==> config.mk <==
export PLATFORM = sky130hd
export DESIGN_NAME = uart_tx
export DESIGN_NICKNAME = d
export VERILOG_FILES = /design/src/mem_pkg.sv /design/src/uart_tx.sv
export SDC_FILE = /design/constraint.sdc
export NUM_CORES = 1
export LEC_CHECK = 0
export CORE_ASPECT_RATIO = 1.4
export CORE_MARGIN = 10
export CORE_UTILIZATION = 55
export CTS_CLUSTER_DIAMETER = 120
export DETAILED_ROUTE_END_ITERATION = 10
export DONT_BUFFER_PORTS = 1
export HOLD_SLACK_MARGIN = 0.02
export PLACE_DENSITY = 0.69
export SLEW_MARGIN = 20
export SYNTH_ARGS = -nofsm -noshare
export SYNTH_HDL_FRONTEND = slang
export SYNTH_SLANG_ARGS = --single-unit
export TNS_END_PERCENT = 5
==> constraint.sdc <==
create_clock -name clk -period 3.35 [get_ports clk]
set_input_delay 0.5025 -clock clk [delete_from_list [all_inputs] [get_ports clk]]
set_output_delay 0.5025 -clock clk [all_outputs]
set_load 0.01 [all_outputs]
==> src/mem_pkg.sv <==
package mem_pkg;

    ////////////////////////////////////////////////////////////
    // Address map
    ////////////////////////////////////////////////////////////
    localparam logic [31:0] RAM_BASE             = 32'h8000_0000;
    localparam int          MEM_WORDS            = 1024;
    localparam int          MEM_IDX_W            = $clog2(MEM_WORDS);
    localparam logic [31:0] RAM_BYTES            = 32'(MEM_WORDS * 4);

    localparam logic [31:0] UART_TX_ADDR         = 32'h1000_0000;
    localparam logic [31:0] UART_STATUS_ADDR     = 32'h1000_0005; // bit0 not full and bit1 idle

    localparam logic [31:0] CLINT_MSIP_ADDR      = 32'h0200_0000;
    localparam logic [31:0] CLINT_MTIMECMP_ADDR  = 32'h0200_4000;
    localparam logic [31:0] CLINT_MTIMECMPH_ADDR = 32'h0200_4004;
    localparam logic [31:0] CLINT_MTIME_ADDR     = 32'h0200_BFF8;
    localparam logic [31:0] CLINT_MTIMEH_ADDR    = 32'h0200_BFFC;

    // UART sizing
    localparam int UART_FIFO_DEPTH   = 8;
    localparam int UART_PTR_W        = $clog2(UART_FIFO_DEPTH);
    localparam int UART_CNT_W        = $clog2(UART_FIFO_DEPTH + 1);
    localparam int UART_CLKS_PER_BIT = 8;
    localparam int UART_TMR_W        = $clog2(UART_CLKS_PER_BIT);

    localparam logic [31:0] INST_NOP = 32'h0000_0013; // addi x0, x0, 0

    // Pipeline hazard code
    typedef enum logic [3:0] {
        HZ_NONE        = 4'd0,
        HZ_STALL_EARLY = 4'd1,
        HZ_STALL_MMU   = 4'd2,
        HZ_FLUSH_EARLY = 4'd3,
        HZ_FLUSH_ALL   = 4'd4
    } hazard_t;

    // Access width in funct3 encoding
    typedef enum logic [2:0] {
        MW_B  = 3'd0,
        MW_H  = 3'd1,
        MW_W  = 3'd2,
        MW_BU = 3'd4,
        MW_HU = 3'd5
    } mem_width_t;

endpackage

==> src/uart_tx.sv <==
`timescale 1ns/1ns

module uart_tx (
    input  logic       clk,
    input  logic       rst,
    input  logic       push_i,
    input  logic [7:0] byte_i,
    output logic       not_full_o,
    output logic       idle_o,
    output logic       tx_o
);
    import mem_pkg::*;

    typedef enum logic [1:0] {
        TX_IDLE,
        TX_START,
        TX_DATA,
        TX_STOP
    } tx_state_t;

    logic [7:0]            fifo [0:UART_FIFO_DEPTH-1];
    logic [UART_PTR_W-1:0] wr_ptr;
    logic [UART_PTR_W-1:0] rd_ptr;
    logic [UART_CNT_W-1:0] count;
    logic                  full;
    logic                  do_push;
    logic                  do_pop;

    tx_state_t             state;
    logic [UART_TMR_W-1:0] bit_tmr;
    logic                  bit_end;
    logic [2:0]            bit_idx;
    logic [7:0]            shift_q;
    logic                  tx_q;

    ////////////////////////////////////////////////////////////
    // Byte FIFO
    ////////////////////////////////////////////////////////////
    assign full    = (count == UART_CNT_W'(UART_FIFO_DEPTH));
    assign do_push = push_i && !full;  // Dropped when full
    assign do_pop  = (state == TX_IDLE) && (count != '0);

    always_ff @(posedge clk) begin
        if (do_push) begin
            fifo[wr_ptr] <= byte_i;
        end
    end

    always_ff @(posedge clk) begin
        if (rst) begin
            wr_ptr <= '0;
            rd_ptr <= '0;
            count  <= '0;
        end else begin
            if (do_push) wr_ptr <= wr_ptr + 1'b1;
            if (do_pop)  rd_ptr <= rd_ptr + 1'b1;
            if (do_push && !do_pop) count <= count + 1'b1;
            else if (do_pop && !do_push) count <= count - 1'b1;
        end
    end

    ////////////////////////////////////////////////////////////
    // Serializer
    ////////////////////////////////////////////////////////////
    assign bit_end = (bit_tmr == UART_TMR_W'(UART_CLKS_PER_BIT - 1));

    always_ff @(posedge clk) begin
        if (rst) begin
            state   <= TX_IDLE;
            bit_tmr <= '0;
            bit_idx <= 3'd0;
            tx_q    <= 1'b1;
        end else begin
            bit_tmr <= bit_end ? '0 : bit_tmr + 1'b1;
            case (state)
                TX_IDLE: begin
                    bit_tmr <= '0;
                    if (do_pop) begin
                        shift_q <= fifo[rd_ptr];
                        tx_q    <= 1'b0; // Start bit
                        state   <= TX_START;
                    end
                end
                TX_START: begin
                    if (bit_end) begin
                        tx_q    <= shift_q[0];
                        shift_q <= shift_q >> 1;
                        bit_idx <= 3'd0;
                        state   <= TX_DATA;
                    end
                end
                TX_DATA: begin
                    if (bit_end) begin
                        if (bit_idx == 3'd7) begin
                            tx_q  <= 1'b1; // Stop bit
                            state <= TX_STOP;
                        end else begin
                            tx_q    <= shift_q[0];
                            shift_q <= shift_q >> 1;
                            bit_idx <= bit_idx + 3'd1;
                        end
                    end
                end
                TX_STOP: begin
                    if (bit_end) state <= TX_IDLE;
                end
                default: state <= TX_IDLE;
            endcase
        end
    end

    assign not_full_o = !full;
    assign idle_o     = (count == '0) && (state == TX_IDLE);
    assign tx_o       = tx_q;

endmodule

==> impl_metrics.json <==
{
  "port_buffers": 0,
  "synth_top_cell_area_share_pct": 54.7,
  "antenna_cells": 0,
  "worst_slew_pin_slew_ps": 934,
  "ys_seq_elements": 94,
  "layout-drive-gt1-share_pct": 16.5,
  "syn_nets": 298,
  "synth_seq_area_share_pct": 65.8,
  "rows": 36,
  "synth_cells": 273,
  "cts.sinks": 94,
  "layout_min_cycle_time_ps": 2920,
  "r2r_slack_ps": 430,
  "num_io_pins": 14,
  "place.gp.congestion": 0.774,
  "die_h_um": 120,
  "post_cts_buffers": 0,
  "end_kind": "register",
  "setup_viol": 0,
  "crit_type": "register to register",
  "hold_viol_final": 0,
  "outcome": "finished, final reports clean",
  "grt_max_degree": 31,
  "critPathMaxFanout": 7,
  "grt_usage_pct": 13.4,
  "p_leak_uw": 0.00144,
  "synthTopCellsByArea": "edfxtp_1, dfxtp_1, mux2i_1",
  "netlist_area_um2": 3950,
  "ir_drop_mv": 0.606,
  "cp-start-kind": "register",
  "insertion_delay_ps": 360,
  "die_w_um": 91.7,
  "grt_pass1_wl_um": 11200,
  "grt_pass1_vias": 2211,
  "arrival_ps": 3180,
  "core_area_um2": 6980,
  "clk_pin_slew_ps": 90,
  "drc_errors": 0,
  "whs_ps": 195,
  "wl_per_cell_um": 17.8,
  "numCtsBuffers": 9,
  "skew_ps": 6.13,
  "max_slew_margin_pct": 37.5,
  "wirelength_um": 6770,
  "root_buffer": "clkbuf_8",
  "clockBufferDepth": 2,
  "antenna_left": 0,
  "fmaxAchievable_mhz": 342,
  "hold_buffers": 0,
  "start_util_pct": 56.6,
  "hpwl_um": 4540,
  "required_ps": 3610,
  "yosysWarnings": 0,
  "antenna_found_initial": 0,
  "dieArea_um2": 11000,
  "grt_overflow": 0,
  "power-per-cell-area_nw_per_um2": 753,
  "synth_cell_types": 42,
  "rsz0062_at_grt": "false",
  "htreeDepth": 3,
  "slew_violations": 0,
  "drtPass1Iterations": 4,
  "layout.nets": 305,
  "num_vias": 2101,
  "cts.repair.resized": 0,
  "cts_tree": "yes",
  "max-cap-violations": 0,
  "fin_tns_setup_ps": 0,
  "synth_area_per_cell_um2": 14.5,
  "timing.final.crit_share_pct": 87.3,
  "routed_via_density": 5.53,
  "synthToLayoutAreaGrowth_pct": 7.03,
  "hp-class": "input pin to register",
  "yosysTopAreaCell": "edfxtp_1",
  "first_iter_violations": 131
}
kinds of logic after synthesis:
family | Yosys count | share of synthesized area, %
AOI/OAI and AO/OA | 42 | 7.37
xor gates and xnor gates | 6 | 1.52
adders and majority gates | 14 | 4.62
buffers and inverters | 16 | 2.12
DFF | 94 | 65.8
muxes | 35 | 9.97
and+or+nand+nor | 66 | 8.58
cells in the mapped netlist, drive strengths merged:
library cell and count:
a22oi 10, xnor2 1, o21ai 13, a21boi 1, edfxtp 72, ha 13, nor3 7, a31oi 1
dfxtp 22, clkbuf 7, nor2 23, o221ai 7, xor2 5, nand2b 5, nand2 17, nand3 4
or4b 1, buf 4, and2 3, fa 1, mux2i 18, a21oi 5, a211oi 3, inv 5
nor4 3, mux2 15, o21ba 1, a221o 1, mux4 2, nand3b 1, nor2b 2
worst max-delay path, stage by stage (launching register included):
cell      delay (ps)
dfxtp_1          380
or4b_1           760
nand2_8          200
inv_1             50
ha_1             210
inv_1            130
ha_1             280
a21oi_1          190
a211oi_1         100
a31oi_1          190
mux2_2           350
flip-flops by register name (all words and copies together), names as in the netlist, named ones only:
name     count
wr_ptr       3
tx_o         1
bit_idx      3
fifo        64
bit_tmr      3
shift_q      8
count        4
state        2
rd_ptr       3
placed cells by master (no fill, tap or decap), types with 2 or more instances in the layout:
cell type,n
clkinv_2,2
nor3_1,7
edfxtp_1,72
clkinvlp_4,2
a22oi_1,10
nor4_2,2
nand2b_1,5
ha_1,13
clkbuf_8,9
o21ai_0,11
buf_4,7
dfxtp_1,22
nor2b_1,2
mux2_2,15
mux2i_1,18
a21oi_1,4
a211oi_1,2
xor2_1,4
o21ai_1,2
nand2_1,15
mux4_2,2
nor2_1,23
o221ai_1,7
inv_1,5
and2_1,3
nand3_1,3
layer usage:
layer,part of all wire [%],vias up,GRT usage [%]
met5,0,-,0
met4,2.3,0,7.07
met3,3.6,13,3.59
met2,52,23,23.5
met1,42,1024,14.2
li1,-,1041,-
final timing paths:
path | startpoint | end | depth (start not counted)
hold / removal | rst | wr_ptr[1] | 1
setup / recovery | count[0] | count[3] | 10
setup reg to reg | count[0] | count[3] | 10
hold reg to reg | bit_tmr[0] | bit_tmr[0] | 1
stage by stage:
stage / instances / setup slack, ps / power (µW) / instance area (µm²) / util [%]
2_1_floorplan: 273 / 757 / 2360 / 3950 / -
3_3_place_gp: 364 / 503 / 2550 / 4070 / 58.2
3_5_place_dp: 364 / 437 / 2580 / 4070 / 58.2
4_1_cts: 380 / 427 / 3230 / 4230 / 60.6
5_1_grt: 380 / 220 / 3410 / 4230 / 60.6
6_report: 380 / 426 / 3190 / 4230 / 60.6
cell type report:
cell class              count  area [µm²]
clock buffers              10         128
well taps                  95         119
flip-flops and latches     94        2600
fillers                   561        2750
repair buffers              7        52.6
inverters                   5        18.8
multi-input cells         163        1270
clock inverters             6        37.5
power by group:
part | switching, µW | internal, µW
logic | 557 | 434
clock network | 380 | 267
registers | 94.5 | 1450
Power figures use the tool's default switching activity.
