## src/mem_pkg.sv

```systemverilog
package mem_pkg;

    ////////////////////////////////////////////////////////////
    // Address map
    ////////////////////////////////////////////////////////////
    localparam logic [31:0] RAM_BASE             = 32'h8000_0000;
    localparam int          MEM_WORDS            = 1024;
    localparam int          MEM_IDX_W            = $clog2(MEM_WORDS);
    localparam logic [31:0] RAM_BYTES            = 32'(MEM_WORDS * 4);

    localparam logic [31:0] UART_TX_ADDR         = 32'h1000_0000;
    localparam logic [31:0] UART_STATUS_ADDR     = 32'h1000_0005; // bit0 not full and bit1 idle

    localparam logic [31:0] CLINT_MSIP_ADDR      = 32'h0200_0000;
    localparam logic [31:0] CLINT_MTIMECMP_ADDR  = 32'h0200_4000;
    localparam logic [31:0] CLINT_MTIMECMPH_ADDR = 32'h0200_4004;
    localparam logic [31:0] CLINT_MTIME_ADDR     = 32'h0200_BFF8;
    localparam logic [31:0] CLINT_MTIMEH_ADDR    = 32'h0200_BFFC;

    // UART sizing
    localparam int UART_FIFO_DEPTH   = 8;
    localparam int UART_PTR_W        = $clog2(UART_FIFO_DEPTH);
    localparam int UART_CNT_W        = $clog2(UART_FIFO_DEPTH + 1);
    localparam int UART_CLKS_PER_BIT = 8;
    localparam int UART_TMR_W        = $clog2(UART_CLKS_PER_BIT);

    localparam logic [31:0] INST_NOP = 32'h0000_0013; // addi x0, x0, 0

    // Pipeline hazard code
    typedef enum logic [3:0] {
        HZ_NONE        = 4'd0,
        HZ_STALL_EARLY = 4'd1,
        HZ_STALL_MMU   = 4'd2,
        HZ_FLUSH_EARLY = 4'd3,
        HZ_FLUSH_ALL   = 4'd4
    } hazard_t;

    // Access width in funct3 encoding
    typedef enum logic [2:0] {
        MW_B  = 3'd0,
        MW_H  = 3'd1,
        MW_W  = 3'd2,
        MW_BU = 3'd4,
        MW_HU = 3'd5
    } mem_width_t;

endpackage

```

## src/fetch_stage.sv

```systemverilog
`timescale 1ns/1ns

module fetch_stage (
    input  logic             clk,
    input  logic             rst,
    input  mem_pkg::hazard_t hazard_i,
    input  logic [31:0]      pc_i,
    input  logic [31:0]      fetch_word_i,
    output logic [31:0]      inst_o,
    output logic [31:0]      id_pc_o
);
    import mem_pkg::*;

    logic flush;
    logic stall;
    logic [31:0] inst_q;
    logic [31:0] id_pc_q;

    assign flush = (hazard_i == HZ_FLUSH_EARLY) || (hazard_i == HZ_FLUSH_ALL);
    assign stall = (hazard_i == HZ_STALL_EARLY) || (hazard_i == HZ_STALL_MMU);

    // IF/ID pipeline register
    always_ff @(posedge clk) begin
        if (rst) begin
            inst_q  <= INST_NOP;
            id_pc_q <= 32'h0;
        end else if (flush) begin
            inst_q <= INST_NOP; // Bubble keeps old PC
        end else if (!stall) begin
            inst_q  <= fetch_word_i;
            id_pc_q <= pc_i;
        end
    end

    assign inst_o  = inst_q;
    assign id_pc_o = id_pc_q;

endmodule

```

## config.mk

```make
export PLATFORM = sky130hd
export DESIGN_NAME = fetch_stage
export DESIGN_NICKNAME = d
export VERILOG_FILES = /design/src/mem_pkg.sv /design/src/fetch_stage.sv
export SDC_FILE = /design/constraint.sdc
export NUM_CORES = 1
export LEC_CHECK = 0
export BUFFER_PORTS_ARGS = -buffer_cell sky130_fd_sc_hd__buf_2
export CORE_MARGIN = 2
export CORE_UTILIZATION = 35
export CTS_CLUSTER_DIAMETER = 100
export CTS_CLUSTER_SIZE = 24
export DETAILED_ROUTE_END_ITERATION = 10
export GPL_ROUTABILITY_DRIVEN = 0
export PLACE_DENSITY = 0.71
export RECOVER_POWER = 100
export SYNTH_ARGS = -nofsm -noshare
export SYNTH_HDL_FRONTEND = slang
export SYNTH_SLANG_ARGS = --single-unit
```

## constraint.sdc

```tcl
create_clock -name clk -period 1.56 [get_ports clk]
set_clock_uncertainty 0.2 [all_clocks]
set_input_delay 0 -clock clk [delete_from_list [all_inputs] [get_ports clk]]
set_output_delay 0 -clock clk [all_outputs]
set_load 0.01 [all_outputs]
```

==> metrics, run 1 <==
mapped cell area 2625 µm²; status stopped before the end; Main synth FF type dfxtp_1; Starting Density 36.19%; Post-CTS Setup Bufs 0; syn_nets 365; count of cell types in the netlist 22; CTS Buf Count 9; CTS root buf clkbuf_8; CTS Buffer Depth 2; PortBufs 133; H-tree depth 3; ys async rst share 0%; Mapped Cells 295; Die Ht between 90 and 100 µm; hpwl dp 4780 µm; EDFF count, synth 0; Error [ERROR RSZ-0060] Max buffer count reached.; clock sink count 64; post-CTS sizing 0; io pins 134; Fail Step 4_1_cts; synth warn 0; CTS Hold Bufs around 110; Die W 90.60 µm; sequential-to-total area share from yosys stat roughly 49%; Avg Inst Size Synth about 9 µm²; Rows 31; number of synthesized register bits 64
-- cell usage after synthesis, types with 2 or more instances --
library cell | number | area (µm²)
buf_6 | 3 | 33.78
nand4_1 | 3 | 18.77
buf_4 | 2 | 15.01
o21ai_0 | 32 | 160.2
dfxtp_1 | 64 | 1281
a211oi_1 | 29 | 217.7
nand3_1 | 32 | 160.2
nand2_1 | 64 | 240.2
clkbuf_1 | 19 | 71.32
buf_2 | 4 | 20.02
mux2i_1 | 32 | 320.3
-- kinds of logic after synthesis --
family	share of synthesized area, %
xor gates and xnor gates	0.6674
DFF	48.81
AOI/OAI and AO/OA	15.78
muxes	12.20
buffers and inverters	5.481
and+or+nand+nor	17.06
-- metrics by stage --
| stage | hold WS [ns] | utilization [%] | instances | cell area [µm²] | setup slack, ns |
|---|---|---|---|---|---|
| after global placement | 0.04527 | 47.47 | 512 | 3443 | 0.1424 |
| after floorplan | -0.06119 | - | 295 | 2625 | 0.2880 |
| after detailed placement | 0.05180 | 47.47 | 512 | 3443 | 0.05928 |
==> run 2: changes to the inputs <==
CORE_UTILIZATION = 20   (was 35)
CTS_CLUSTER_DIAMETER = not set   (was 100)
CTS_CLUSTER_SIZE = not set   (was 24)
PLACE_DENSITY = not set   (was 0.71)
PLACE_DENSITY_LB_ADDON = 0.15   (was not set)
==> run 2 against run 1 <==
Net effect:
- the flow now finishes without violations
- synthesized area stayed put
- synthesized cell count unchanged
==> metrics, run 2 <==
RR Endpoint inst_o[16]; io pins 134 (unchanged); final slew viol count 0; Die W 118.6 µm (+31%); pwr dens roughly 1000 nW/µm²; synth warn 0 (unchanged); cell taking the most area after synthesis dfxtp_1; # nets final 560; CP Launch Point hazard_i[2]; CTS Buf Count 9 (unchanged); Levels on crit path 6; vias in the first global route approximately 2800; Main synth FF type dfxtp_1; CTS Buffer Depth 2 (unchanged); Post-Layout Cell Count 667; Setup TNS 0 ns; clock sink count 64 (unchanged); count of cell types in the netlist 22 (unchanged); DP Area 3527 µm² (+2.4%); number of synthesized register bits 64 (unchanged); latest clock arrival within the worst-skew pair 0.32 ns; reg2reg start inst_o[16]; Rel. slew slack 62.86%; Rows 41 (+32%); # DRC 0; CP cell instances clkbuf_1 -> dlygate4sd3_1 -> nor2_2 -> buf_4 -> nand3_1 -> a211oi_1; most common cell after layout, fill and taps aside clkbuf_1; CP Buf/Inv Count 3; post-CTS sizing 0 (unchanged); PortBufs 133 (unchanged); sequential-to-total area share from yosys stat 48.81% (unchanged); gr usage total about an eighth; maximum vdd drop 0.0005512 V; syn_nets 365 (unchanged); Lkg Pwr 1.702 nW; status completed; Antenna Nets Post-Route 0; Layout area overhead 67.25%; DRT Pass-1 Iters 4; area share of the largest cell type after synthesis 48.81% (unchanged); Crit path required time 1.60 ns; Clk pin slew, worst setup/hold paths about 0.050 ns; ys async rst share 0% (unchanged); CTS tree built; largest fanout on the critical path 22; Starting Density 20.63% (-16 points); Post-CTS Setup Bufs 0 (unchanged); EDFF count, synth 0 (unchanged); H-tree depth 3 (unchanged); drt wl/cell 12.87 µm; max incr delay on CP 0.59 ns; crit end category register; Vias/cell around 4.2; Via Count 2832; Final Hold Fails 0; FF-to-FF setup slack 0.65 ns; Worst setup SP type input port; Max stage delay cell, worst path dlygate4sd3_1; CTS root buf clkbuf_16; hpwl dp 5427 µm (+14%); DRT iter0 DRCs just over 100; FMAX 0.7210 GHz; Crit Path Class in2reg; Placeable Area 12720 µm²; Hold/Removal Path Class in2reg; Post-synth top cells dfxtp_1, nand2_1, mux2i_1, nand3_1, o21ai_0; total gr overflow 0; placed cells 584 (+14%); CTS Hold Bufs 67 (-37%); actual slew at the worst max-slew pin 0.5571 ns; max-cap viol count 0; mapped cell area 2625 µm² (unchanged); Ant. Diodes 0; initial antenna violation count 0; period utilization between 80% and 90%; final wirelength 8583 µm; Worst Path Arrival 1.43 ns; Avg Inst Size Synth 8.898 µm² (unchanged); full die area 14060 µm²; most frequent cells in the layout clkbuf_1, dlygate4sd3_1, buf_2, nand2_1, dfxtp_1; final instance area about 4400 µm²; synth top area cells dfxtp_1, mux2i_1, nand2_1; Final min period roughly 1.4 ns; Die Ht 118.6 µm (+31%); global-route wire length before repair 13850 µm; Worst Setup EP inst_o[24]; delay-heaviest family, CP buffers and inverters; Mapped Cells 295 (unchanged); # setup viols final 0; share of cells above drive strength 1 20.20%; Pwr Total 4.473 mW; RSZ-0062 raised after global routing no; R2R depth 2; largest net degree at the start of global routing 68
-- run 2: kinds of logic (layout without fill, tap and decap cells) --
family | Yosys count | count (layout) | synth area share, %
compound gates | 65 | 65 | 15.78
xor+xnor | 2 | 2 | 0.6674
buf+inv | 29 | 229 | 5.481
flops | 64 | 64 | 48.81
mux | 32 | 32 | 12.20
simple gates | 103 | 103 | 17.06
-- run 2: tightest hold or removal path: cells and delay by family --
kind | cells | cell delay (ns)
simple gates | 2 | 0.24
compound gates | 1 | 0.19
buf+inv | 1 | 0.09
-- run 2: worst min path at each step --
stage / startpoint / end / slack [ns] / depth (start not counted)
after global placement: pc_i[13] / id_pc_o[13] / 0.04 / 3
final: hazard_i[0] / inst_o[1] / 0.06 / 4
after global routing: hazard_i[0] / inst_o[1] / 0.06 / 4
after floorplan: pc_i[0] / id_pc_o[0] / -0.06 / 2
after CTS: hazard_i[0] / inst_o[1] / 0.04 / 4
after detailed placement: pc_i[24] / id_pc_o[24] / 0.05 / 3
-- run 2: cell type report --
type | count | area, µm²
Inverter | 1 | 3.754
Timing Repair Buffer | 212 | 1383
Fill cell | 1390 | 8332
Multi-Input combinational cell | 202 | 1221
Clock inverter | 2 | 12.51
Sequential cell | 64 | 1281
Tap cell | 172 | 215.2
Clock buffer | 14 | 274.0
-- run 2: layer usage --
metal	vias to the layer above	GRT usage (%)	wire, µm
met5	-	0	0
met4	0	4.167	141
met3	11	4.488	701
met2	119	18.10	3589
met1	1278	16.31	4150
li1	1424	-	-
-- run 2: where the power goes --
part | internal, mW | switching (mW) | total, mW
Combinational | 0.361 | 0.389 | 0.750
Sequential | 1.75 | 0.0602 | 1.81
Clock | 1.20 | 0.705 | 1.91
-- run 2: stage by stage --
| stage | hold WS, ns | setup slack (ns) | utilization, % |
|---|---|---|---|
| 2_1_floorplan | -0.06119 | 0.2880 | - |
| 3_3_place_gp | 0.04424 | 0.1092 | 27.72 |
| 3_5_place_dp | 0.04941 | 0.05628 | 27.72 |
| 4_1_cts | 0.03569 | 0.2256 | 35.25 |
| 5_1_grt | 0.05772 | 0.05830 | 34.51 |
| 6_report | 0.05525 | 0.1730 | 34.51 |
No activity file was read; power rests on OpenSTA's default activity.
