`config.mk`:
```
export PLATFORM = sky130hd
export DESIGN_NAME = clint_timer
export DESIGN_NICKNAME = d
export VERILOG_FILES = /design/src/mem_pkg.sv /design/src/clint_timer.sv
export SDC_FILE = /design/constraint.sdc
export NUM_CORES = 1
export LEC_CHECK = 0
export BUFFER_PORTS_ARGS = -buffer_cell sky130_fd_sc_hd__buf_2
export CORE_ASPECT_RATIO = 0.75
export CORE_MARGIN = 1
export CORE_UTILIZATION = 45
export CTS_BUF_LIST = sky130_fd_sc_hd__clkbuf_8 sky130_fd_sc_hd__clkbuf_16
export DETAILED_ROUTE_END_ITERATION = 6
export GPL_TIMING_DRIVEN = 0
export HOLD_SLACK_MARGIN = 0.12
export SLEW_MARGIN = 15
export SYNTH_ARGS = -nofsm -noshare
export SYNTH_HDL_FRONTEND = slang
export SYNTH_SLANG_ARGS = --single-unit
```
`constraint.sdc`:
```
create_clock -name clk -period 3.02 [get_ports clk]
set_input_delay 0.453 -clock clk [delete_from_list [all_inputs] [get_ports clk]]
set_output_delay 0.453 -clock clk [all_outputs]
set_load 0.02 [all_outputs]
```
`src/mem_pkg.sv`:
```
package mem_pkg;

    ////////////////////////////////////////////////////////////
    // Address map
    ////////////////////////////////////////////////////////////
    localparam logic [31:0] RAM_BASE             = 32'h8000_0000;
    localparam int          MEM_WORDS            = 1024;
    localparam int          MEM_IDX_W            = $clog2(MEM_WORDS);
    localparam logic [31:0] RAM_BYTES            = 32'(MEM_WORDS * 4);

    localparam logic [31:0] UART_TX_ADDR         = 32'h1000_0000;
    localparam logic [31:0] UART_STATUS_ADDR     = 32'h1000_0005; // bit0 not full and bit1 idle

    localparam logic [31:0] CLINT_MSIP_ADDR      = 32'h0200_0000;
    localparam logic [31:0] CLINT_MTIMECMP_ADDR  = 32'h0200_4000;
    localparam logic [31:0] CLINT_MTIMECMPH_ADDR = 32'h0200_4004;
    localparam logic [31:0] CLINT_MTIME_ADDR     = 32'h0200_BFF8;
    localparam logic [31:0] CLINT_MTIMEH_ADDR    = 32'h0200_BFFC;

    // UART sizing
    localparam int UART_FIFO_DEPTH   = 8;
    localparam int UART_PTR_W        = $clog2(UART_FIFO_DEPTH);
    localparam int UART_CNT_W        = $clog2(UART_FIFO_DEPTH + 1);
    localparam int UART_CLKS_PER_BIT = 8;
    localparam int UART_TMR_W        = $clog2(UART_CLKS_PER_BIT);

    localparam logic [31:0] INST_NOP = 32'h0000_0013; // addi x0, x0, 0

    // Pipeline hazard code
    typedef enum logic [3:0] {
        HZ_NONE        = 4'd0,
        HZ_STALL_EARLY = 4'd1,
        HZ_STALL_MMU   = 4'd2,
        HZ_FLUSH_EARLY = 4'd3,
        HZ_FLUSH_ALL   = 4'd4
    } hazard_t;

    // Access width in funct3 encoding
    typedef enum logic [2:0] {
        MW_B  = 3'd0,
        MW_H  = 3'd1,
        MW_W  = 3'd2,
        MW_BU = 3'd4,
        MW_HU = 3'd5
    } mem_width_t;

endpackage

```
`src/clint_timer.sv`:
```
`timescale 1ns/1ns

module clint_timer (
    input  logic        clk,
    input  logic        rst,
    input  logic        we_i,
    input  logic [31:0] addr_i,
    input  logic [31:0] wdata_i,
    output logic [31:0] rdata_o,
    output logic        msip_o,
    output logic        mtip_o
);
    import mem_pkg::*;

    logic [31:0] mtime_lo;
    logic [31:0] mtime_hi;
    logic [31:0] cmp_lo;
    logic [31:0] cmp_hi;
    logic        msip_q;

    // Free running mtime with carry into high word
    always_ff @(posedge clk) begin
        if (rst) begin
            mtime_lo <= 32'h0;
            mtime_hi <= 32'h0;
        end else begin
            mtime_lo <= mtime_lo + 32'd1;
            if (we_i && addr_i == CLINT_MTIMEH_ADDR) begin
                mtime_hi <= wdata_i;
            end else if (mtime_lo == 32'hFFFF_FFFF) begin
                mtime_hi <= mtime_hi + 32'd1;
            end
        end
    end

    // Software writable registers
    always_ff @(posedge clk) begin
        if (rst) begin
            cmp_lo <= 32'hFFFF_FFFF;
            cmp_hi <= 32'hFFFF_FFFF;
            msip_q <= 1'b0;
        end else if (we_i) begin
            case (addr_i)
                CLINT_MSIP_ADDR:      msip_q <= wdata_i[0];
                CLINT_MTIMECMP_ADDR:  cmp_lo <= wdata_i;
                CLINT_MTIMECMPH_ADDR: cmp_hi <= wdata_i;
                default: ;
            endcase
        end
    end

    always_comb begin
        case (addr_i)
            CLINT_MSIP_ADDR:      rdata_o = {31'h0, msip_q};
            CLINT_MTIMECMP_ADDR:  rdata_o = cmp_lo;
            CLINT_MTIMECMPH_ADDR: rdata_o = cmp_hi;
            CLINT_MTIME_ADDR:     rdata_o = mtime_lo;
            CLINT_MTIMEH_ADDR:    rdata_o = mtime_hi;
            default:              rdata_o = 32'h0;
        endcase
    end

    assign msip_o = msip_q;
    assign mtip_o = ({mtime_hi, mtime_lo} >= {cmp_hi, cmp_lo});

endmodule

```
==> flow_summary.toml, run 1 <==
[run_status]
outcome = "finished, final reports clean"

[clocking]
cts_tree = "built"
clk_pin_slew_ps = 60
cts_sinks = 129
clockBufferDepth = 2
cts_max_level = 4
clock_latency_ps = 430
cts_buffers = 17
hold_buffers = 0
cts_root_buffer = "clkbuf_16"

[yosys]
synthTopCellsByArea = "dfxtp_1, ha_1, a211o_1"
synth_nets = 1079
synth_top_family_by_area = "simple AND/OR/NAND/NOR gates"
async_flop_share_pct = 0
synth-simple-area-share_pct = 20.2
synth-seq-cells = 129
synth_xor_area_share_pct = 6.53
syn_area_mm2 = 0.00791
synth_edf_count = 0
ys.flop_type = "dfxtp_1"
synth-compound-area-share_pct = 19.2
synth_fa_ha_area_share_pct = 10.4
syn-instance-count = 946
yosysWarningCount = 0
yosysSeqAreaShare_pct = 32.7
avgSynthCellArea_um2 = 8.36
synth_top_area_share_pct = 32.7
synth_largest_area_cell = "dfxtp_1"
synthMuxAreaShare_pct = 4.57
synth_cell_types = 51

[floorplan]
dieWidth_um = 155
rows = 41
io_pins = 101
coreArea_mm2 = 0.0170
fp.dieH_um = 117
dieArea_mm2 = 0.0181
initial_utilization_pct = 46.6

[layout]
layout-drive-gt1-share_pct = 18.3
seq_area_mm2 = 0.00260
multiInputGateArea_mm2 = 0.00497
layout_commonest_cell = "nor2_1"
utilization_pct = 55.8
final_cell_mix = "nor2_1, dfxtp_1, buf_2, inv_1, a211o_1"
fillers = 1641
diodes = 0
area_growth_pct = 19.9
fin_nets = 1201

[critical_path]
crit_buf_inv = 2
crit_type = "flop to primary output"
slowest_delay_ps = 440
cpLargestDelayFamily = "compound AO/OA/AOI/OAI gates"
required_ps = 2570
cpMostUsedCell = "nand4_1"
cp_max_fo = 2
crit_chain = "inv_2 > ha_4 > nand2b_4 > a2111oi_4 > nand3b_1 > nand4_1 > a32oi_1 > nand4_1 > buf_6"
cp.arrival_ps = 2550
crit_path_end_kind = "primary output"
r2r_slack_ps = 310
cpMaxStageDelayCell = "a2111oi_4"
startpoint_type = "flop"

[place]
numPortBuffers = 100
place_hpwl_um = 19000
gp_congestion = 0.872

[sta]
hold_viol = 0
worstMarginPinSlew_ps = 912
setup_viol_count_final = 0
rsz0062_at_grt = "true"
skew_ps = 7.28
maxSlewViolCount = 0
max_freq_mhz = 333
maxSlewHeadroom_pct = 39.2
period_minus_slack_ps = 3000
hold_ws_ps = 260
fin_crit_sh_pct = 99.4

[routing]
detail-route-antenna-nets = 0
dr_total_vias = 7421
wl_per_cell_um = 19.3
dr.first_iter.drc_count = 627
avgViaCountPerCell = 5.64
drtPass1Iterations = 5
drcViolationCount = 0
routed_wl_um = 25400

[power_and_ir_drop]
p_leak_nw = 4.48
pwr_density_cell_mw_per_mm2 = 409
ir_worst_vdd_v = 0.000315

[global_route]
antenna_found_initial = 0
grt_usage_pct = 29.1
grt_pass1_wl_um = 39200
grt_max_degree = 17
grt_pass1_vias = 6807
overflow = 0

[job]
drv_cap = 0

[min_path]
min_path_type = "primary input to flop"
==> per-stage QoR <==
step | power, W | worst slack, ps | cells | TNS, ps | area (um^2)
4_1_cts | 0.00388 | 4.64 | 1313 | 0 | 9360
2_1_floorplan | 0.00181 | 283 | 946 | 0 | 7910
3_5_place_dp | 0.00190 | -349 | 1282 | -7960 | 8700
6_report | 0.00387 | 17.6 | 1315 | 0 | 9480
3_3_place_gp | 0.00190 | -345 | 1282 | -7700 | 8700
5_1_grt | 0.00397 | -60.7 | 1315 | -60.7 | 9480
==> path summary, 6_finish.rpt <==
check / from / endpoint / cells after the start
hold / removal: wdata_i[24] / cmp_hi[24] / 2
setup / recovery: mtime_lo[0] / mtip_o / 9
setup reg to reg: mtime_lo[0] / mtime_hi[24] / 10
hold reg to reg: msip_o / msip_o / 2
==> routing by layer <==
layer	routed length [um]	global-route usage (%)
met5	0	0
met2	10000	41.4
met3	2080	5.71
met4	318	7.85
met1	13000	44.0
==> registers in the layout, indices dropped and copies added, names as in the netlist <==
signal,count
cmp_hi,32
cmp_lo,32
msip_o,1
mtime_hi,32
mtime_lo,32
==> Yosys cell counts (26+ instances only) <==
library cell / count
nand2_1: 33
ha_1: 66
inv_1: 72
nand4_1: 26
mux2i_1: 35
a211o_1: 64
xnor2_1: 32
dfxtp_1: 129
nand3_1: 31
a211oi_1: 33
nor2_1: 148
xor2_1: 27
o21ai_0: 40
clkbuf_1: 34
a22oi_1: 31
==> final cells by class <==
| class | count | share of cell area (%) |
|---|---|---|
| multi-input cells | 694 | 52.4 |
| flip-flops and latches | 129 | 27.4 |
| repair buffers | 103 | 5.58 |
| clock buffers | 22 | 5.21 |
| well taps | 236 | 3.11 |
| inverters | 72 | 2.85 |
| plain buffers | 51 | 2.73 |
| clock inverters | 8 | 0.673 |
==> where the power goes <==
| part | switching (W) | total [W] | internal [W] |
|---|---|---|---|
| logic | 0.000106 | 0.000169 | 0.0000633 |
| clock network | 0.000776 | 0.00199 | 0.00122 |
| registers | 0.00000529 | 0.00171 | 0.00171 |
==> logic make-up after synthesis <==
family / after synthesis
compound gates: 212
xor+xnor: 59
fa+ha+maj: 66
buf+inv: 123
flops: 129
mux: 36
simple gates: 321
==> timing repair <==
item / in CTS / in global routing
setup buffers: 1 / 2
setup endpoints to repair: 31 / 31
gates resized for setup: 26 / 48
pin swaps: 5 / 7
Power figures use the tool's default switching activity.
==> run 2, diff against run 1 <==
- CORE_MARGIN: 1 -> 2
- SETUP_SLACK_MARGIN: unset -> 0.5
==> flow_summary.toml, run 2 (same netlist as run 1, synthesis figures left out) <==
[run_status]
outcome = "finished, final reports clean"

[sta]
fin_crit_sh_pct = 98.6
hold_viol = 0
setup_viol_count_final = 0
period_minus_slack_ps = 2980
worstMarginPinSlew_ps = 828
skew_ps = 9.56
max_freq_mhz = 336
setup_slack_ps = 42.0
rsz0062_at_grt = "true"
maxSlewHeadroom_pct = 44.8
maxSlewViolCount = 0

[global_route]
grt_usage_pct = 29.3
grt_pass1_wl_um = 41600
grt_use_met1_pct = 44.7
overflow = 0
grt-busiest-layer = "met1"
grt_max_degree = 17
grtUsageMet2_pct = 41.6
grt_pass1_vias = 7183
antenna_found_initial = 0
use_met3_pct = 6.51

[layout]
area_growth_pct = 39.1
utilization_pct = 64.6
final_cell_mix = "nor2_1, dfxtp_1, inv_1, buf_2, a211o_1"
fillers = 1458
fin_nets = 1235
diodes = 0
layout_commonest_cell = "nor2_1"
layout-drive-gt1-share_pct = 30.7

[critical_path]
slowest_delay_ps = 470
cpLargestDelayFamily = "compound AO/OA/AOI/OAI gates"
r2r_slack_ps = 380
startpoint = "mtime_lo[0]"
crit_chain = "inv_2 > ha_4 > nand2b_4 > a2111oi_4 > nand3b_1 > nand4_1 > a32oi_1 > nand4_1 > buf_4"
worstSetupEndpoint = "mtip_o"
crit_type = "flop to primary output"
required_ps = 2570
cpMaxStageDelayCell = "a2111oi_4"
crit_path_end_kind = "primary output"
cp_max_fo = 2
cp.arrival_ps = 2530
r2r_end = "mtime_hi[30]"
ff2ff_path_depth = 12
worstReg2RegStart = "mtime_lo[0]"
crit_buf_inv = 2
cp.depth = 9
cpMostUsedCell = "nand4_1"
startpoint_type = "flop"

[clocking]
clockBufferDepth = 2
clock_latency_ps = 430
cts_root_buffer = "clkbuf_16"
cts_tree = "built"
clk_pin_slew_ps = 60
cts_buffers = 17
cts_sinks = 129
cts_max_level = 4

[power_and_ir_drop]
pwr_density_cell_mw_per_mm2 = 358
ir_worst_vdd_v = 0.000328
p_leak_nw = 5.10
power_w = 0.00394

[routing]
routed_wl_um = 27400
wl_per_cell_um = 20.3
drcViolationCount = 0
dr_total_vias = 7671
detail-route-antenna-nets = 0
avgViaCountPerCell = 5.68
dr.first_iter.drc_count = 741
drtPass1Iterations = 5

[floorplan]
initial_utilization_pct = 46.4
dieWidth_um = 157
rows = 41
coreArea_mm2 = 0.0170
fp.dieH_um = 119
dieArea_mm2 = 0.0187
io_pins = 101

[place]
gp_congestion = 0.901
numPortBuffers = 100
post-place-ws_ps = -280
place_hpwl_um = 19300

[job]
drv_cap = 0

[min_path]
min_path_type = "primary input to flop"
holdPathStages = 2
-- run 2: cell count changes in the layout (fill, tap and decap cells not counted), moves of 19 or more --
| cell | before | now |
|---|---|---|
| buf_2 | 110 | 69 |
| buf_6 | 5 | 46 |
| a22oi_1 | 31 | 2 |
| a22oi_2 | 0 | 29 |
| buf_4 | 7 | 26 |
-- run 2: layout make-up --
cell class / instances / area, um^2 / share of cell area [%]
multi-input combinational: 694 / 5690 / 51.7
sequential: 129 / 2610 / 23.7
timing repair buffer: 137 / 1130 / 10.2
clock buffer: 23 / 508 / 4.62
buffer: 51 / 440 / 4.00
tap: 236 / 295 / 2.68
inverter: 72 / 270 / 2.46
clock inverter: 8 / 62.6 / 0.569
-- run 2: worst min path at each step --
stage	startpoint	endpoint	slack [ps]
5_1_grt	wdata_i[25]	cmp_hi[25]	270
3_3_place_gp	msip_o	msip_o	520
4_1_cts	wdata_i[23]	cmp_lo[23]	260
3_5_place_dp	msip_o	msip_o	520
6_report	wdata_i[23]	cmp_lo[23]	260
2_1_floorplan	mtime_lo[0]	mtime_lo[0]	450
-- run 2: repair_timing --
item,CTS,global route
setup endpoints to repair,83,84
resized for setup,196,72
pin swaps,47,57
hold buffers,0,0
setup buffers,14,18
cloned,5,0
-- run 2: report_power, final --
part | internal [W] | switching, W
clock | 0.00124 | 0.000798
combinational | 0.0000748 | 0.000109
sequential | 0.00171 | 0.00000624
total | 0.00302 | 0.000913
-- run 2: worst register-to-register path, stage by stage (launching register included) --
cell and delay, ps:
dfxtp_4 360, buf_4 110, buf_6 110, ha_4 150, nand3_4 70, or2_4 270
buf_8 130, or4_4 560, buf_12 170, buf_4 140, nor3_4 170, xnor2_1 160
a211oi_2 80
-- run 2: through the flow --
step / instance area, um^2 / TNS [ps] / std cells / hold WS (ps)
final: 11000 / 0 / 1350 / 263
after detailed placement: 8930 / -8190 / 1282 / 524
after CTS: 10500 / 0 / 1332 / 256
after global routing: 11000 / 0 / 1350 / 266
after global placement: 8930 / -8740 / 1282 / 520
after floorplan: 8140 / 0 / 946 / 448
-- run 2: routing by layer --
metal	share of wire [%]	vias to the layer above
met2	41	296
met1	49	3642
met5	0	-
li1	-	3701
met3	8.6	32
met4	1.3	0
==> run 3, diff against run 2 <==
- CELL_PAD_IN_SITES_DETAIL_PLACEMENT: unset -> 1
- CELL_PAD_IN_SITES_GLOBAL_PLACEMENT: unset -> 1
- CORE_UTILIZATION: 45 -> 44
- MAX_ROUTING_LAYER: unset -> met4
- PLACE_DENSITY_LB_ADDON: unset -> 0.1
==> flow_summary.toml, run 3 (same netlist as run 1, synthesis figures left out) <==
[run_status]
outcome = "complete, but fails checks"
failed_checks = "setup timing"

[floorplan]
initial_utilization_pct = 44.9
dieWidth_um = 159
rows = 42
fp.dieH_um = 120
coreArea_mm2 = 0.0176
dieArea_mm2 = 0.0191
io_pins = 101

[min_path]
min_path_type = "primary input to flop"

[sta]
fin_crit_sh_pct = 103
period_minus_slack_ps = 3100
setup-tns-final_ps = -592
skew_ps = 15.5
hold_viol = 0
maxSlewHeadroom_pct = 37.2
setup_viol_count_final = 18
max_freq_mhz = 322
rsz0062_at_grt = "true"
setup_slack_ps = -84.2
maxSlewViolCount = 0
worstMarginPinSlew_ps = 941

[routing]
dr.first_iter.drc_count = 815
drtPass1Iterations = 5
wl_per_cell_um = 27.0
drcViolationCount = 0
detail-route-antenna-nets = 0
avgViaCountPerCell = 6.32
dr_total_vias = 8616
routed_wl_um = 36800

[place]
place_hpwl_um = 21400
numPortBuffers = 100
gp_congestion = 0.896

[layout]
area_growth_pct = 41.8
diodes = 0
layout_commonest_cell = "nor2_1"
fillers = 1974
layout-drive-gt1-share_pct = 33.2
final_cell_mix = "nor2_1, dfxtp_1, inv_1, buf_2, a211o_1"
fin_nets = 1245
utilization_pct = 63.7

[global_route]
grt_pass1_vias = 8629
grt_usage_pct = 35.5
antenna_found_initial = 0
grt_pass1_wl_um = 50300
overflow = 0
grt_max_degree = 17

[clocking]
clk_pin_slew_ps = 60
cts_sinks = 129
cts_buffers = 17
cts_root_buffer = "clkbuf_16"
clockBufferDepth = 2
cts_tree = "built"
cts_max_level = 4
clock_latency_ps = 440

[critical_path]
cp.arrival_ps = 2650
cp_max_fo = 10
crit_type = "primary input to primary output"
crit_path_end_kind = "primary output"
required_ps = 2570
startpoint_type = "primary input"

[power_and_ir_drop]
ir_worst_vdd_v = 0.000312
p_leak_nw = 5.18
pwr_density_cell_mw_per_mm2 = 347

[job]
drv_cap = 0
run 3: changes by cell type in the layout (fill, tap and decap cells not counted), sizes merged:
cell / previous run / this run
clkinv: 2 / 5
buf: 151 / 161
clkbuf: 59 / 56
clkdlybuf4s15: 1 / 0
inv: 76 / 75
run 3: path summary, 6_finish.rpt:
path / from / endpoint / slack [ps] / cells after the start
setup reg to reg: mtime_lo[0] / mtime_hi[22] / 340 / 12
hold reg to reg: mtime_lo[6] / mtime_lo[6] / 580 / 2
hold / removal: wdata_i[24] / cmp_lo[24] / 260 / 2
setup / recovery: addr_i[30] / rdata_o[29] / -80 / 12
run 3: final cells by class:
class / count / area [um^2] / area share, %
clock buffer: 19 / 453 / 4.04
buffer: 51 / 467 / 4.16
clock inverter: 10 / 73.8 / 0.658
inverter: 72 / 270 / 2.41
tap: 242 / 303 / 2.70
sequential: 129 / 2610 / 23.3
multi-input combinational: 694 / 5770 / 51.4
timing repair buffer: 147 / 1270 / 11.3
run 3: layer usage:
metal	share of wire (%)	GRT usage, %	vias to the layer above
li1	-	-	3742
met1	42	45.2	4258
met2	45	55.4	471
met3	8.4	8.85	145
met4	4.6	12.3	0
met5	0	-	-
run 3: worst max-delay path: stages:
cell and delay [ps]:
buf_6 100, nor4_4 320, nand4_1 190, buf_4 190, buf_4 150, nor4_4 380, buf_4 210, buf_4 130
clkbuf_16 170, a22oi_2 90, o21ai_4 100, buf_6 140
run 3: power by group:
part           switching (W)  total, W  internal, W
logic               0.000129  0.000211    0.0000815
clock network       0.000825   0.00197      0.00114
registers         0.00000751   0.00171      0.00171
total               0.000962   0.00389      0.00293
run 3: what timing repair did:
| action | in CTS | in global routing |
|---|---|---|
| hold buffers | 0 | 0 |
| hold endpoints to repair | 0 | 0 |
| cloned | 5 | 0 |
| resized for setup | 207 | 105 |
| setup buffers | 23 | 19 |
| setup endpoints to repair | 98 | 114 |
| pin swaps | 48 | 55 |
run 3: per-stage QoR:
stage / worst slack (ps) / power (W) / area [um^2] / cells / hold slack (ps)
2_1_floorplan: 501 / 0.00181 / 8140 / 946 / 448
3_3_place_gp: -494 / 0.00190 / 8940 / 1288 / 502
3_5_place_dp: -509 / 0.00191 / 8940 / 1288 / 509
4_1_cts: 68.0 / 0.00383 / 10600 / 1345 / 262
5_1_grt: -62.1 / 0.00398 / 11200 / 1364 / 257
6_report: -84.2 / 0.00389 / 11200 / 1364 / 260
